--- src/hdl/llc_msg_pkg.sv ---
`default_nettype none

package llc_msg_pkg;

    // Field widths
    localparam int unsigned COH_MSG_W  = 3;
    localparam int unsigned ADDR_W     = 16;
    localparam int unsigned LINE_W     = 64;
    localparam int unsigned REQ_ID_W   = 2;
    localparam int unsigned HPROT_W    = 2;
    localparam int unsigned WORD_OFF_W = 1;

    // CPU and DMA requests share one layout
    typedef struct packed {
        logic [COH_MSG_W-1:0]  coh_msg;
        logic [HPROT_W-1:0]    hprot;
        logic [ADDR_W-1:0]     addr;
        logic [LINE_W-1:0]     line;
        logic [REQ_ID_W-1:0]   req_id;
        logic [WORD_OFF_W-1:0] word_offset;
        logic [WORD_OFF_W-1:0] valid_words;
    } llc_req_t;

    // Coherence response from another cache
    typedef struct packed {
        logic [COH_MSG_W-1:0] coh_msg;
        logic [ADDR_W-1:0]    addr;
        logic [LINE_W-1:0]    line;
        logic [REQ_ID_W-1:0]  req_id;
    } llc_rsp_t;

    typedef struct packed {
        logic [LINE_W-1:0] line;
    } llc_mem_rsp_t;

    typedef struct packed {
        logic flush;
    } llc_flush_t;

endpackage

`default_nettype wire

--- src/hdl/llc_chan_pkg.sv ---
`default_nettype none

package llc_chan_pkg;

    localparam int unsigned NUM_CHAN    = 5;
    localparam int unsigned CHAN_MASK_W = NUM_CHAN;

    typedef enum logic [2:0] {
        CH_NONE    = 3'd0,
        CH_FLUSH   = 3'd1,
        CH_MEM_RSP = 3'd2,
        CH_RSP     = 3'd3,
        CH_REQ     = 3'd4,
        CH_DMA     = 3'd5
    } chan_id_t;

    // Enable mask bit positions
    localparam int unsigned MASK_FLUSH   = 0;
    localparam int unsigned MASK_MEM_RSP = 1;
    localparam int unsigned MASK_RSP     = 2;
    localparam int unsigned MASK_REQ     = 3;
    localparam int unsigned MASK_DMA     = 4;

    // Config register map
    localparam logic CFG_ADDR_MASK = 1'b0;
    localparam logic CFG_ADDR_PRIO = 1'b1;

    localparam logic [CHAN_MASK_W-1:0] CFG_MASK_RST = '1;
    localparam logic                   CFG_PRIO_RST = 1'b0;

endpackage

`default_nettype wire

--- src/hdl/llc_bypass_slot.sv ---
`timescale 1ns/1ps
`default_nettype none

module llc_bypass_slot #(
    parameter type payload_t = logic
) (
    input  logic     clk,
    input  logic     rst,
    input  logic     valid_i,
    input  payload_t data_i,
    output logic     ready_o,
    output logic     valid_o,
    output payload_t data_o,
    input  logic     grant_i
);

    logic     ready_q;
    logic     held_q;
    payload_t held_data_q;
    logic     xfer_in;

    assign xfer_in = valid_i && ready_q;

    // Ready falls only while a message is parked
    always_ff @(posedge clk or negedge rst) begin
        if (!rst) begin
            ready_q <= 1'b1;
            held_q  <= 1'b0;
        end else if (grant_i) begin
            // Core took whatever was offered
            ready_q <= 1'b1;
            held_q  <= 1'b0;
        end else if (xfer_in) begin
            ready_q <= 1'b0;
            held_q  <= 1'b1;
        end
    end

    always_ff @(posedge clk) begin
        if (xfer_in && !grant_i) begin
            held_data_q <= data_i;
        end
    end

    // Held message wins over the live input
    assign data_o  = held_q ? held_data_q : data_i;
    assign valid_o = held_q | valid_i;
    assign ready_o = ready_q;

endmodule

`default_nettype wire

--- src/hdl/llc_input_cfg.sv ---
`timescale 1ns/1ps
`default_nettype none

module llc_input_cfg
    import llc_chan_pkg::*;
(
    input  logic                   clk,
    input  logic                   rst,
    input  logic                   cfg_we_i,
    input  logic                   cfg_addr_i,
    input  logic [CHAN_MASK_W-1:0] cfg_wdata_i,
    output logic [CHAN_MASK_W-1:0] cfg_rdata_o,
    output logic [CHAN_MASK_W-1:0] chan_en_o,
    output logic                   dma_first_o
);

    logic [CHAN_MASK_W-1:0] chan_en_q;
    logic                   dma_first_q;

    always_ff @(posedge clk or negedge rst) begin
        if (!rst) begin
            chan_en_q   <= CFG_MASK_RST;
            dma_first_q <= CFG_PRIO_RST;
        end else if (cfg_we_i) begin
            if (cfg_addr_i == CFG_ADDR_MASK) begin
                chan_en_q <= cfg_wdata_i;
            end else begin
                // Only bit 0 is stored for the priority register
                dma_first_q <= cfg_wdata_i[0];
            end
        end
    end

    // Readback of the addressed register
    always_comb begin
        if (cfg_addr_i == CFG_ADDR_PRIO) begin
            cfg_rdata_o = {{(CHAN_MASK_W-1){1'b0}}, dma_first_q};
        end else begin
            cfg_rdata_o = chan_en_q;
        end
    end

    assign chan_en_o   = chan_en_q;
    assign dma_first_o = dma_first_q;

endmodule

`default_nettype wire

--- src/hdl/llc_channel_select.sv ---
`timescale 1ns/1ps
`default_nettype none

module llc_channel_select
    import llc_msg_pkg::*;
    import llc_chan_pkg::*;
(
    input  logic                   flush_valid_i,
    input  llc_flush_t             flush_data_i,
    input  logic                   mem_valid_i,
    input  llc_mem_rsp_t           mem_data_i,
    input  logic                   rsp_valid_i,
    input  llc_rsp_t               rsp_data_i,
    input  logic                   req_valid_i,
    input  llc_req_t               req_data_i,
    input  logic                   dma_valid_i,
    input  llc_req_t               dma_data_i,
    input  logic [CHAN_MASK_W-1:0] chan_en_i,
    input  logic                   dma_first_i,
    input  logic                   sel_ready_i,
    output logic                   flush_grant_o,
    output logic                   mem_grant_o,
    output logic                   rsp_grant_o,
    output logic                   req_grant_o,
    output logic                   dma_grant_o,
    output logic                   sel_valid_o,
    output chan_id_t               sel_chan_o,
    output logic [COH_MSG_W-1:0]   sel_coh_msg_o,
    output logic [HPROT_W-1:0]     sel_hprot_o,
    output logic [ADDR_W-1:0]      sel_addr_o,
    output logic [LINE_W-1:0]      sel_line_o,
    output logic [REQ_ID_W-1:0]    sel_req_id_o,
    output logic [WORD_OFF_W-1:0]  sel_word_offset_o,
    output logic [WORD_OFF_W-1:0]  sel_valid_words_o,
    output logic                   sel_flush_o
);

    logic     flush_act;
    logic     mem_act;
    logic     rsp_act;
    logic     req_act;
    logic     dma_act;
    chan_id_t pick;
    llc_req_t win_req;

    // Disabled channels stay parked in their slots
    assign flush_act = flush_valid_i && chan_en_i[MASK_FLUSH];
    assign mem_act   = mem_valid_i && chan_en_i[MASK_MEM_RSP];
    assign rsp_act   = rsp_valid_i && chan_en_i[MASK_RSP];
    assign req_act   = req_valid_i && chan_en_i[MASK_REQ];
    assign dma_act   = dma_valid_i && chan_en_i[MASK_DMA];

    always_comb begin
        pick = CH_NONE;
        if (flush_act) begin
            pick = CH_FLUSH;
        end else if (mem_act) begin
            pick = CH_MEM_RSP;
        end else if (rsp_act) begin
            pick = CH_RSP;
        end else if (dma_first_i && dma_act) begin
            pick = CH_DMA;
        end else if (req_act) begin
            pick = CH_REQ;
        end else if (dma_act) begin
            pick = CH_DMA;
        end
    end

    assign sel_valid_o = (pick != CH_NONE);
    assign sel_chan_o  = pick;

    assign flush_grant_o = sel_ready_i && (pick == CH_FLUSH);
    assign mem_grant_o   = sel_ready_i && (pick == CH_MEM_RSP);
    assign rsp_grant_o   = sel_ready_i && (pick == CH_RSP);
    assign req_grant_o   = sel_ready_i && (pick == CH_REQ);
    assign dma_grant_o   = sel_ready_i && (pick == CH_DMA);

    // Both request channels share one layout
    assign win_req = (pick == CH_DMA) ? dma_data_i : req_data_i;

    // Fields a channel does not carry read as zero
    always_comb begin
        sel_coh_msg_o     = '0;
        sel_hprot_o       = '0;
        sel_addr_o        = '0;
        sel_line_o        = '0;
        sel_req_id_o      = '0;
        sel_word_offset_o = '0;
        sel_valid_words_o = '0;
        sel_flush_o       = 1'b0;
        case (pick)
            CH_FLUSH: begin
                sel_flush_o = flush_data_i.flush;
            end
            CH_MEM_RSP: begin
                sel_line_o = mem_data_i.line;
            end
            CH_RSP: begin
                sel_coh_msg_o = rsp_data_i.coh_msg;
                sel_addr_o    = rsp_data_i.addr;
                sel_line_o    = rsp_data_i.line;
                sel_req_id_o  = rsp_data_i.req_id;
            end
            CH_REQ, CH_DMA: begin
                sel_coh_msg_o     = win_req.coh_msg;
                sel_hprot_o       = win_req.hprot;
                sel_addr_o        = win_req.addr;
                sel_line_o        = win_req.line;
                sel_req_id_o      = win_req.req_id;
                sel_word_offset_o = win_req.word_offset;
                sel_valid_words_o = win_req.valid_words;
            end
            default: begin
            end
        endcase
    end

endmodule

`default_nettype wire

--- src/hdl/llc_input_stage.sv ---
`timescale 1ns/1ps
`default_nettype none

module llc_input_stage
    import llc_msg_pkg::*;
    import llc_chan_pkg::*;
(
    input  logic                   clk,
    input  logic                   rst,
    input  logic                   cfg_we_i,
    input  logic                   cfg_addr_i,
    input  logic [CHAN_MASK_W-1:0] cfg_wdata_i,
    output logic [CHAN_MASK_W-1:0] cfg_rdata_o,
    // Flush command
    input  logic                   flush_valid_i,
    output logic                   flush_ready_o,
    input  logic                   flush_flag_i,
    // Memory response
    input  logic                   mem_rsp_valid_i,
    output logic                   mem_rsp_ready_o,
    input  logic [LINE_W-1:0]      mem_rsp_line_i,
    // Coherence response
    input  logic                   rsp_valid_i,
    output logic                   rsp_ready_o,
    input  logic [COH_MSG_W-1:0]   rsp_coh_msg_i,
    input  logic [ADDR_W-1:0]      rsp_addr_i,
    input  logic [LINE_W-1:0]      rsp_line_i,
    input  logic [REQ_ID_W-1:0]    rsp_req_id_i,
    // CPU request
    input  logic                   req_valid_i,
    output logic                   req_ready_o,
    input  logic [COH_MSG_W-1:0]   req_coh_msg_i,
    input  logic [HPROT_W-1:0]     req_hprot_i,
    input  logic [ADDR_W-1:0]      req_addr_i,
    input  logic [LINE_W-1:0]      req_line_i,
    input  logic [REQ_ID_W-1:0]    req_req_id_i,
    input  logic [WORD_OFF_W-1:0]  req_word_offset_i,
    input  logic [WORD_OFF_W-1:0]  req_valid_words_i,
    // DMA request
    input  logic                   dma_valid_i,
    output logic                   dma_ready_o,
    input  logic [COH_MSG_W-1:0]   dma_coh_msg_i,
    input  logic [HPROT_W-1:0]     dma_hprot_i,
    input  logic [ADDR_W-1:0]      dma_addr_i,
    input  logic [LINE_W-1:0]      dma_line_i,
    input  logic [REQ_ID_W-1:0]    dma_req_id_i,
    input  logic [WORD_OFF_W-1:0]  dma_word_offset_i,
    input  logic [WORD_OFF_W-1:0]  dma_valid_words_i,
    // Toward the cache core
    input  logic                   sel_ready_i,
    output logic                   sel_valid_o,
    output chan_id_t               sel_chan_o,
    output logic [COH_MSG_W-1:0]   sel_coh_msg_o,
    output logic [HPROT_W-1:0]     sel_hprot_o,
    output logic [ADDR_W-1:0]      sel_addr_o,
    output logic [LINE_W-1:0]      sel_line_o,
    output logic [REQ_ID_W-1:0]    sel_req_id_o,
    output logic [WORD_OFF_W-1:0]  sel_word_offset_o,
    output logic [WORD_OFF_W-1:0]  sel_valid_words_o,
    output logic                   sel_flush_o
);

    llc_flush_t   flush_in, flush_out;
    llc_mem_rsp_t mem_in, mem_out;
    llc_rsp_t     rsp_in, rsp_out;
    llc_req_t     req_in, req_out;
    llc_req_t     dma_in, dma_out;

    logic flush_vld, mem_vld, rsp_vld, req_vld, dma_vld;
    logic flush_gnt, mem_gnt, rsp_gnt, req_gnt, dma_gnt;

    logic [CHAN_MASK_W-1:0] chan_en;
    logic                   dma_first;

    // Pack loose fields into channel payloads
    assign flush_in = '{flush: flush_flag_i};
    assign mem_in   = '{line: mem_rsp_line_i};
    assign rsp_in   = '{coh_msg: rsp_coh_msg_i, addr: rsp_addr_i,
                        line: rsp_line_i, req_id: rsp_req_id_i};
    assign req_in   = '{coh_msg: req_coh_msg_i, hprot: req_hprot_i, addr: req_addr_i,
                        line: req_line_i, req_id: req_req_id_i,
                        word_offset: req_word_offset_i, valid_words: req_valid_words_i};
    assign dma_in   = '{coh_msg: dma_coh_msg_i, hprot: dma_hprot_i, addr: dma_addr_i,
                        line: dma_line_i, req_id: dma_req_id_i,
                        word_offset: dma_word_offset_i, valid_words: dma_valid_words_i};

    llc_bypass_slot #(.payload_t(llc_flush_t)) u_flush_slot (
        .clk(clk), .rst(rst),
        .valid_i(flush_valid_i), .data_i(flush_in), .ready_o(flush_ready_o),
        .valid_o(flush_vld), .data_o(flush_out), .grant_i(flush_gnt)
    );

    llc_bypass_slot #(.payload_t(llc_mem_rsp_t)) u_mem_rsp_slot (
        .clk(clk), .rst(rst),
        .valid_i(mem_rsp_valid_i), .data_i(mem_in), .ready_o(mem_rsp_ready_o),
        .valid_o(mem_vld), .data_o(mem_out), .grant_i(mem_gnt)
    );

    llc_bypass_slot #(.payload_t(llc_rsp_t)) u_rsp_slot (
        .clk(clk), .rst(rst),
        .valid_i(rsp_valid_i), .data_i(rsp_in), .ready_o(rsp_ready_o),
        .valid_o(rsp_vld), .data_o(rsp_out), .grant_i(rsp_gnt)
    );

    llc_bypass_slot #(.payload_t(llc_req_t)) u_req_slot (
        .clk(clk), .rst(rst),
        .valid_i(req_valid_i), .data_i(req_in), .ready_o(req_ready_o),
        .valid_o(req_vld), .data_o(req_out), .grant_i(req_gnt)
    );

    llc_bypass_slot #(.payload_t(llc_req_t)) u_dma_slot (
        .clk(clk), .rst(rst),
        .valid_i(dma_valid_i), .data_i(dma_in), .ready_o(dma_ready_o),
        .valid_o(dma_vld), .data_o(dma_out), .grant_i(dma_gnt)
    );

    llc_input_cfg u_cfg (
        .clk(clk), .rst(rst),
        .cfg_we_i(cfg_we_i), .cfg_addr_i(cfg_addr_i),
        .cfg_wdata_i(cfg_wdata_i), .cfg_rdata_o(cfg_rdata_o),
        .chan_en_o(chan_en), .dma_first_o(dma_first)
    );

    llc_channel_select u_select (
        .flush_valid_i(flush_vld), .flush_data_i(flush_out),
        .mem_valid_i(mem_vld), .mem_data_i(mem_out),
        .rsp_valid_i(rsp_vld), .rsp_data_i(rsp_out),
        .req_valid_i(req_vld), .req_data_i(req_out),
        .dma_valid_i(dma_vld), .dma_data_i(dma_out),
        .chan_en_i(chan_en), .dma_first_i(dma_first), .sel_ready_i(sel_ready_i),
        .flush_grant_o(flush_gnt), .mem_grant_o(mem_gnt), .rsp_grant_o(rsp_gnt),
        .req_grant_o(req_gnt), .dma_grant_o(dma_gnt),
        .sel_valid_o(sel_valid_o), .sel_chan_o(sel_chan_o),
        .sel_coh_msg_o(sel_coh_msg_o), .sel_hprot_o(sel_hprot_o),
        .sel_addr_o(sel_addr_o), .sel_line_o(sel_line_o),
        .sel_req_id_o(sel_req_id_o), .sel_word_offset_o(sel_word_offset_o),
        .sel_valid_words_o(sel_valid_words_o), .sel_flush_o(sel_flush_o)
    );

endmodule

`default_nettype wire

--- config.mk ---
export PLATFORM = sky130hd
export DESIGN_NAME = llc_input_stage
export DESIGN_NICKNAME = d
export VERILOG_FILES = /design/src/hdl/llc_msg_pkg.sv /design/src/hdl/llc_chan_pkg.sv /design/src/hdl/llc_bypass_slot.sv /design/src/hdl/llc_input_cfg.sv /design/src/hdl/llc_channel_select.sv /design/src/hdl/llc_input_stage.sv
export SDC_FILE = /design/constraint.sdc
export NUM_CORES = 1
export LEC_CHECK = 0
export ABC_AREA = 1
export ABC_CLOCK_PERIOD_IN_PS = 8060
export BUFFER_PORTS_ARGS = -buffer_cell sky130_fd_sc_hd__buf_2
export CAP_MARGIN = 30
export CORE_UTILIZATION = 55
export CTS_BUF_LIST = sky130_fd_sc_hd__clkbuf_2 sky130_fd_sc_hd__clkbuf_4 sky130_fd_sc_hd__clkbuf_8
export CTS_CLUSTER_SIZE = 12
export DETAILED_ROUTE_END_ITERATION = 12
export GPL_TIMING_DRIVEN = 1
export PLACE_DENSITY = 0.82
export SYNTH_ARGS = -nofsm -noshare
export SYNTH_HDL_FRONTEND = slang
export SYNTH_HIERARCHICAL = 1
export SYNTH_SLANG_ARGS = --single-unit
export TNS_END_PERCENT = 1
--- constraint.sdc ---
create_clock -name clk -period 8.06 [get_ports clk]
set_clock_uncertainty 0.2 [all_clocks]
set_input_delay 1.209 -clock clk [delete_from_list [all_inputs] [get_ports clk]]
set_output_delay 1.209 -clock clk [all_outputs]
set_load 0.05 [all_outputs]
## Word-level counts from Yosys, hierarchy flattened

Cells that the tools add are included.

- Multiplexer cells: 41
- Equality and inequality tests: 5
- Bitwise gates (word level): 6
- Reductions and logical operators: 35

Operator list:

| kind | number |
|---|---|
| 89-bit 2-to-1 mux | 3 |
| 64-bit one-hot mux with 3 select lines | 1 |
| 85-bit 2-to-1 mux | 1 |
| 64-bit 2-to-1 mux | 1 |
| 16-bit one-hot mux with 2 select lines | 1 |
| 1-bit 2-to-1 mux | 24 |
| 1-bit logical AND | 21 |
| 3-bit 2-to-1 mux | 6 |
| 2-bit nonzero test | 5 |
| 3-bit by 2-bit equality test with 1-bit output, second input constant | 2 |
| 3-bit equality test, second input constant | 2 |
| 3-bit one-hot mux with 2 select lines | 1 |
| 1-bit zero test | 5 |
| 5-bit 2-to-1 mux | 1 |
| 1-bit OR | 5 |
| 2-bit one-hot mux with 2 select lines | 1 |
| 2-bit AND reduction | 2 |
| 3-bit by 1-bit equality test with 1-bit output, second input constant | 1 |
| 3-bit nonzero test | 1 |
| 2-bit 2-to-1 mux | 1 |
| 2-bit OR reduction | 1 |
| 1-bit NOT | 1 |

- Register bits after elaboration: 344
- Word-level logic and storage cells: 119
- Bits of input ports: 343
- Output and inout bits: 104

## Logic depth before layout (Yosys ltp)

- Depth in word-level cells: 12
- Mapped depth: 14
- Mapped depth without buffers: 11

## Hierarchy

Netlist, hierarchy kept.

By module, submodules not included:

| module | seq. area each (um^2) | instances | area each (um^2) | cells an instance |
|---|---|---|---|---|
| llc_bypass_slot (u_dma_slot ...) | 2723.9 | 2 | 3927.5 | 386 |
| llc_bypass_slot (u_rsp_slot) | 2603.7 | 1 | 3739.8 | 370 |
| llc_channel_select | 0.0 | 1 | 3564.7 | 824 |
| llc_bypass_slot (u_mem_rsp_slot) | 1973.1 | 1 | 2825.2 | 280 |
| llc_input_cfg | 156.4 | 1 | 307.8 | 40 |
| llc_bypass_slot (u_flush_slot) | 81.3 | 1 | 128.9 | 14 |

## Worst setup path after synthesis

Ideal clock, no wire load.

- Path kind: input to register
- Start: input req_valid_i
- End: register u_req_slot/held_data_q[0] (netlist bit) (enable)
- Setup time: 0.443 ns
- Data arrival time: 4.154 ns
- Required time: 7.417 ns
- Path slack: 3.263 ns
- Stages: 11
- Buffers on the path: 1
- Cells stage by stage: or2_2 nand3_1 nand2_1 nand2_1 nand2_1 nand2_2 buf_2 nor3_1 inv_1 nand3_1 inv_1

- Longest elaborated chain between the ends: 11
- Elaborated cells between the ends (all ways): 12
- Classes of those cells: eq/ne: 1; mux: 5; bitwise: 1; reduce/logical: 5

Ends and longest elaborated chain:

| item | RTL line | RTL |
|---|---|---|
| start: declaration | llc_input_stage.sv:30 | `input logic req_valid_i,` |
| 1-bit OR | llc_bypass_slot.sv:47 | `assign valid_o = held_q \| valid_i;` |
| 1-bit logical AND | llc_channel_select.sv:50 | `assign req_act = req_valid_i && chan_en_i[MASK_REQ];` |
| 3-bit 2-to-1 mux | llc_channel_select.sv:63 | `end else if (req_act) begin` |
| 3-bit 2-to-1 mux | llc_channel_select.sv:61 | `end else if (dma_first_i && dma_act) begin` |
| 3-bit 2-to-1 mux | llc_channel_select.sv:59 | `end else if (rsp_act) begin` |
| 3-bit 2-to-1 mux | llc_channel_select.sv:57 | `end else if (mem_act) begin` |
| 3-bit 2-to-1 mux | llc_channel_select.sv:55 | `if (flush_act) begin` |
| via sel_chan_o[0] | llc_input_stage.sv:52 | `output chan_id_t sel_chan_o,` |
| 3-bit equality test | llc_channel_select.sv:76 | `assign req_grant_o = sel_ready_i && (pick == CH_REQ);` |
| 1-bit logical AND | llc_channel_select.sv:76 |  |
| via req_gnt | llc_input_stage.sv:70 | `logic flush_gnt, mem_gnt, rsp_gnt, req_gnt, dma_gnt;` |
| 1-bit zero test | llc_bypass_slot.sv:40 | `if (xfer_in && !grant_i) begin` |
| 1-bit logical AND | llc_bypass_slot.sv:40 |  |
| end signal: assignment | llc_bypass_slot.sv:41 | `held_data_q <= data_i;` |
| end: declaration | llc_bypass_slot.sv:19 | `payload_t held_data_q;` |

The timed path passes the listed nets, and every way through them passes these cells.
A chain may end at the register's enable or synchronous reset.

==> out/metrics.yaml <==
floorplan:
  pin_count: 447
  die-height_um: 185.0
  fp.coreArea_um2: 32780
  start_util: 0.5619
  dieWidth_um: 185.0
  rows: 66
  die_area_um2: 34230
clock_tree:
  cts_buffers: 59
  clkLatencyLatePin_ns: 0.63
  holdBufCountCts: 0
  cts_buffer_depth: 3
  clk_pin_slew_worst_paths_ns: 0.05
  cts_setup_buffers: 0
  cts_root_buf: "clkbuf_8"
  numClockSinks: 344
  h-tree-depth: 2
  cts_tree: "yes"
  cts_resized: 0
logic_synthesis:
  syn_nets: 2643
  yosys.cell_types.count: 24
  synth_top_area_frac: 0.5347
  ys_warn_count: 6
  synth_area_leaders: "edfxtp_1, nand2_1, inv_1"
  synth_top_area_cell: "edfxtp_1"
  netlist_instances: 2300
  synth_area_per_cell_um2: 8.009
  synth_area_um2: 18420
  ys_seq_area_frac: 0.5571
  ys_ff_latch: 344
pwr:
  ir_drop_mv: 0.2284
  powerDensity_nw_per_um2: 328.3
  p_total_mw: 7.192
  power_leakage_nw: 11.33
cells_and_area:
  syn_to_final_growth_pct: 18.93
  fin_area_um2: 21910
  finalNonFillerCells: 3229
  final_nets: 3049
  drive_above_1_share: 0.2192
  final_util: 0.6683
  layout_common_cells: "nand2_1, buf_2, edfxtp_1"
  final_common_cell: "nand2_1"
timing:
  finalMaxSlewViolations: 0
  whs_ns: 0.2827
  rsz0062_at_grt: "false"
  hold_viol: 0
  fin_crit_ns: 5.190
  fin_ws_ns: 2.870
  setup_viol: 0
  timing.final.crit_share: 0.6439
  slew-limit-headroom: 0.3885
  worstMarginPinSlew_ns: 0.9172
  max_freq_ghz: 0.1927
  setup_tns_ns: 0
route:
  avgViaCountPerCell: 5.279
  wl_per_cell_um: 17.94
  ant_nets: 0
  drtIter0Drc: 1577
  vias: 17045
  drc: 0
  firstDrtPassIters: 6
  wirelength_mm: 57.91
grt:
  grt_pass1_vias: 16373
  antenna_found_initial: 38
  grt-ovfl-total: 0
  gr-usage-all-layers: 0.3307
  grt_start_max_net_pins: 67
  grt_pass1_wl_mm: 86.15
placement:
  pre_cts_slack_ns: 2.901
  portBuffers: 446
  dp.cells: 3085
  gp_congestion: 0.9351
  placed_area_um2: 20650
  dp_hpwl_mm: 37.43
min_path:
  hold_class: "flip-flop to flip-flop"
  hold_depth: 2
critical_path:
  worstPathRequired_ns: 6.65
  arrival_ns: 3.78
  worstPathMaxFanout: 54
  end_kind: "output port"
  critPathLaunchType: "flip-flop"
  rr_worst_depth: 14
  worst-setup-path-type: "flip-flop to output port"
run:
  drv_cap: 0
run_status:
  status: "complete, no violations"
==> worst max-delay path, stage by stage, from the launching register on <==
cell and delay, ns:
dfrtp_4 0.88, clkinv_2 0.92, buf_4 0.61, nand2_1 0.11, nand2_1 0.12, inv_1 0.08, nand2_1 0.05, nand3_1 0.08
nand2_1 0.06, buf_2 0.21
==> Yosys cell counts, drive strengths merged <==
cell type     n
edfxtp      328
nor3          2
o21bai        1
nor2         74
nand3       186
nand2      1216
or2           5
dfstp        10
clkbuf        5
o21ai         6
dfrtp         6
o211ai        1
buf         121
a21oi        68
inv         270
nand4         1
==> state kept, by name (all words and copies together), names as in the netlist <==
| name | flops |
|---|---|
| u_mem_rsp_slot/held_q | 1 |
| u_cfg/chan_en_o | 5 |
| u_flush_slot/ready_o | 1 |
| u_req_slot/ready_o | 1 |
| u_dma_slot/ready_o | 1 |
| u_req_slot/held_data_q | 89 |
| u_mem_rsp_slot/ready_o | 1 |
| u_cfg/dma_first_o | 1 |
| u_rsp_slot/held_q | 1 |
| u_dma_slot/held_q | 1 |
| u_dma_slot/held_data_q | 89 |
| u_rsp_slot/ready_o | 1 |
| u_flush_slot/held_data_q | 1 |
| u_flush_slot/held_q | 1 |
| u_rsp_slot/held_data_q | 85 |
| u_mem_rsp_slot/held_data_q | 64 |
| u_req_slot/held_q | 1 |
==> area by class of cell <==
cell class / instances / area, µm²
Tap cell: 442 / 553.0
Clock inverter: 24 / 98.84
Fill cell: 2727 / 10880
Clock buffer: 87 / 1035
Timing Repair Buffer: 471 / 2577
Inverter: 270 / 1027
Antenna cell: 31 / 77.57
Multi-Input combinational cell: 1560 / 6265
Sequential cell: 344 / 10270
==> power by group <==
part | switching, mW | leakage [nW] | internal, mW
logic | 2.52 | 7.59 | 0.869
registers | 0.157 | 3.15 | 2.11
clock network | 0.723 | 0.604 | 0.817
==> path summary, 6_finish.rpt <==
check	from	endpoint	slack, ns
setup / recovery	u_dma_slot/held_q	sel_line_o[27]	2.87
hold / removal	u_cfg/chan_en_o[4]	u_cfg/chan_en_o[4]	0.28
setup reg to reg	u_rsp_slot/held_q	u_dma_slot/held_data_q[26]	3.73
hold reg to reg	u_cfg/chan_en_o[4]	u_cfg/chan_en_o[4]	0.28
max in group asynchronous	rst	u_req_slot/held_q	6.95
min in group asynchronous	rst	u_flush_slot/held_q	0.33
==> logic make-up after synthesis <==
group	share of synthesized area
buffers and inverters	0.1045
AOI/OAI and AO/OA	0.02119
DFF	0.5571
and+or+nand+nor	0.3172
==> layer usage <==
metal	vias up	global-route usage	wire, µm
met3	216	0.07747	6176
met1	7713	0.3917	21150
met2	1072	0.5395	27300
met4	18	0.2165	3172
met5	-	0	113
li1	8026	-	-
No activity file was read; power rests on OpenSTA's default activity.
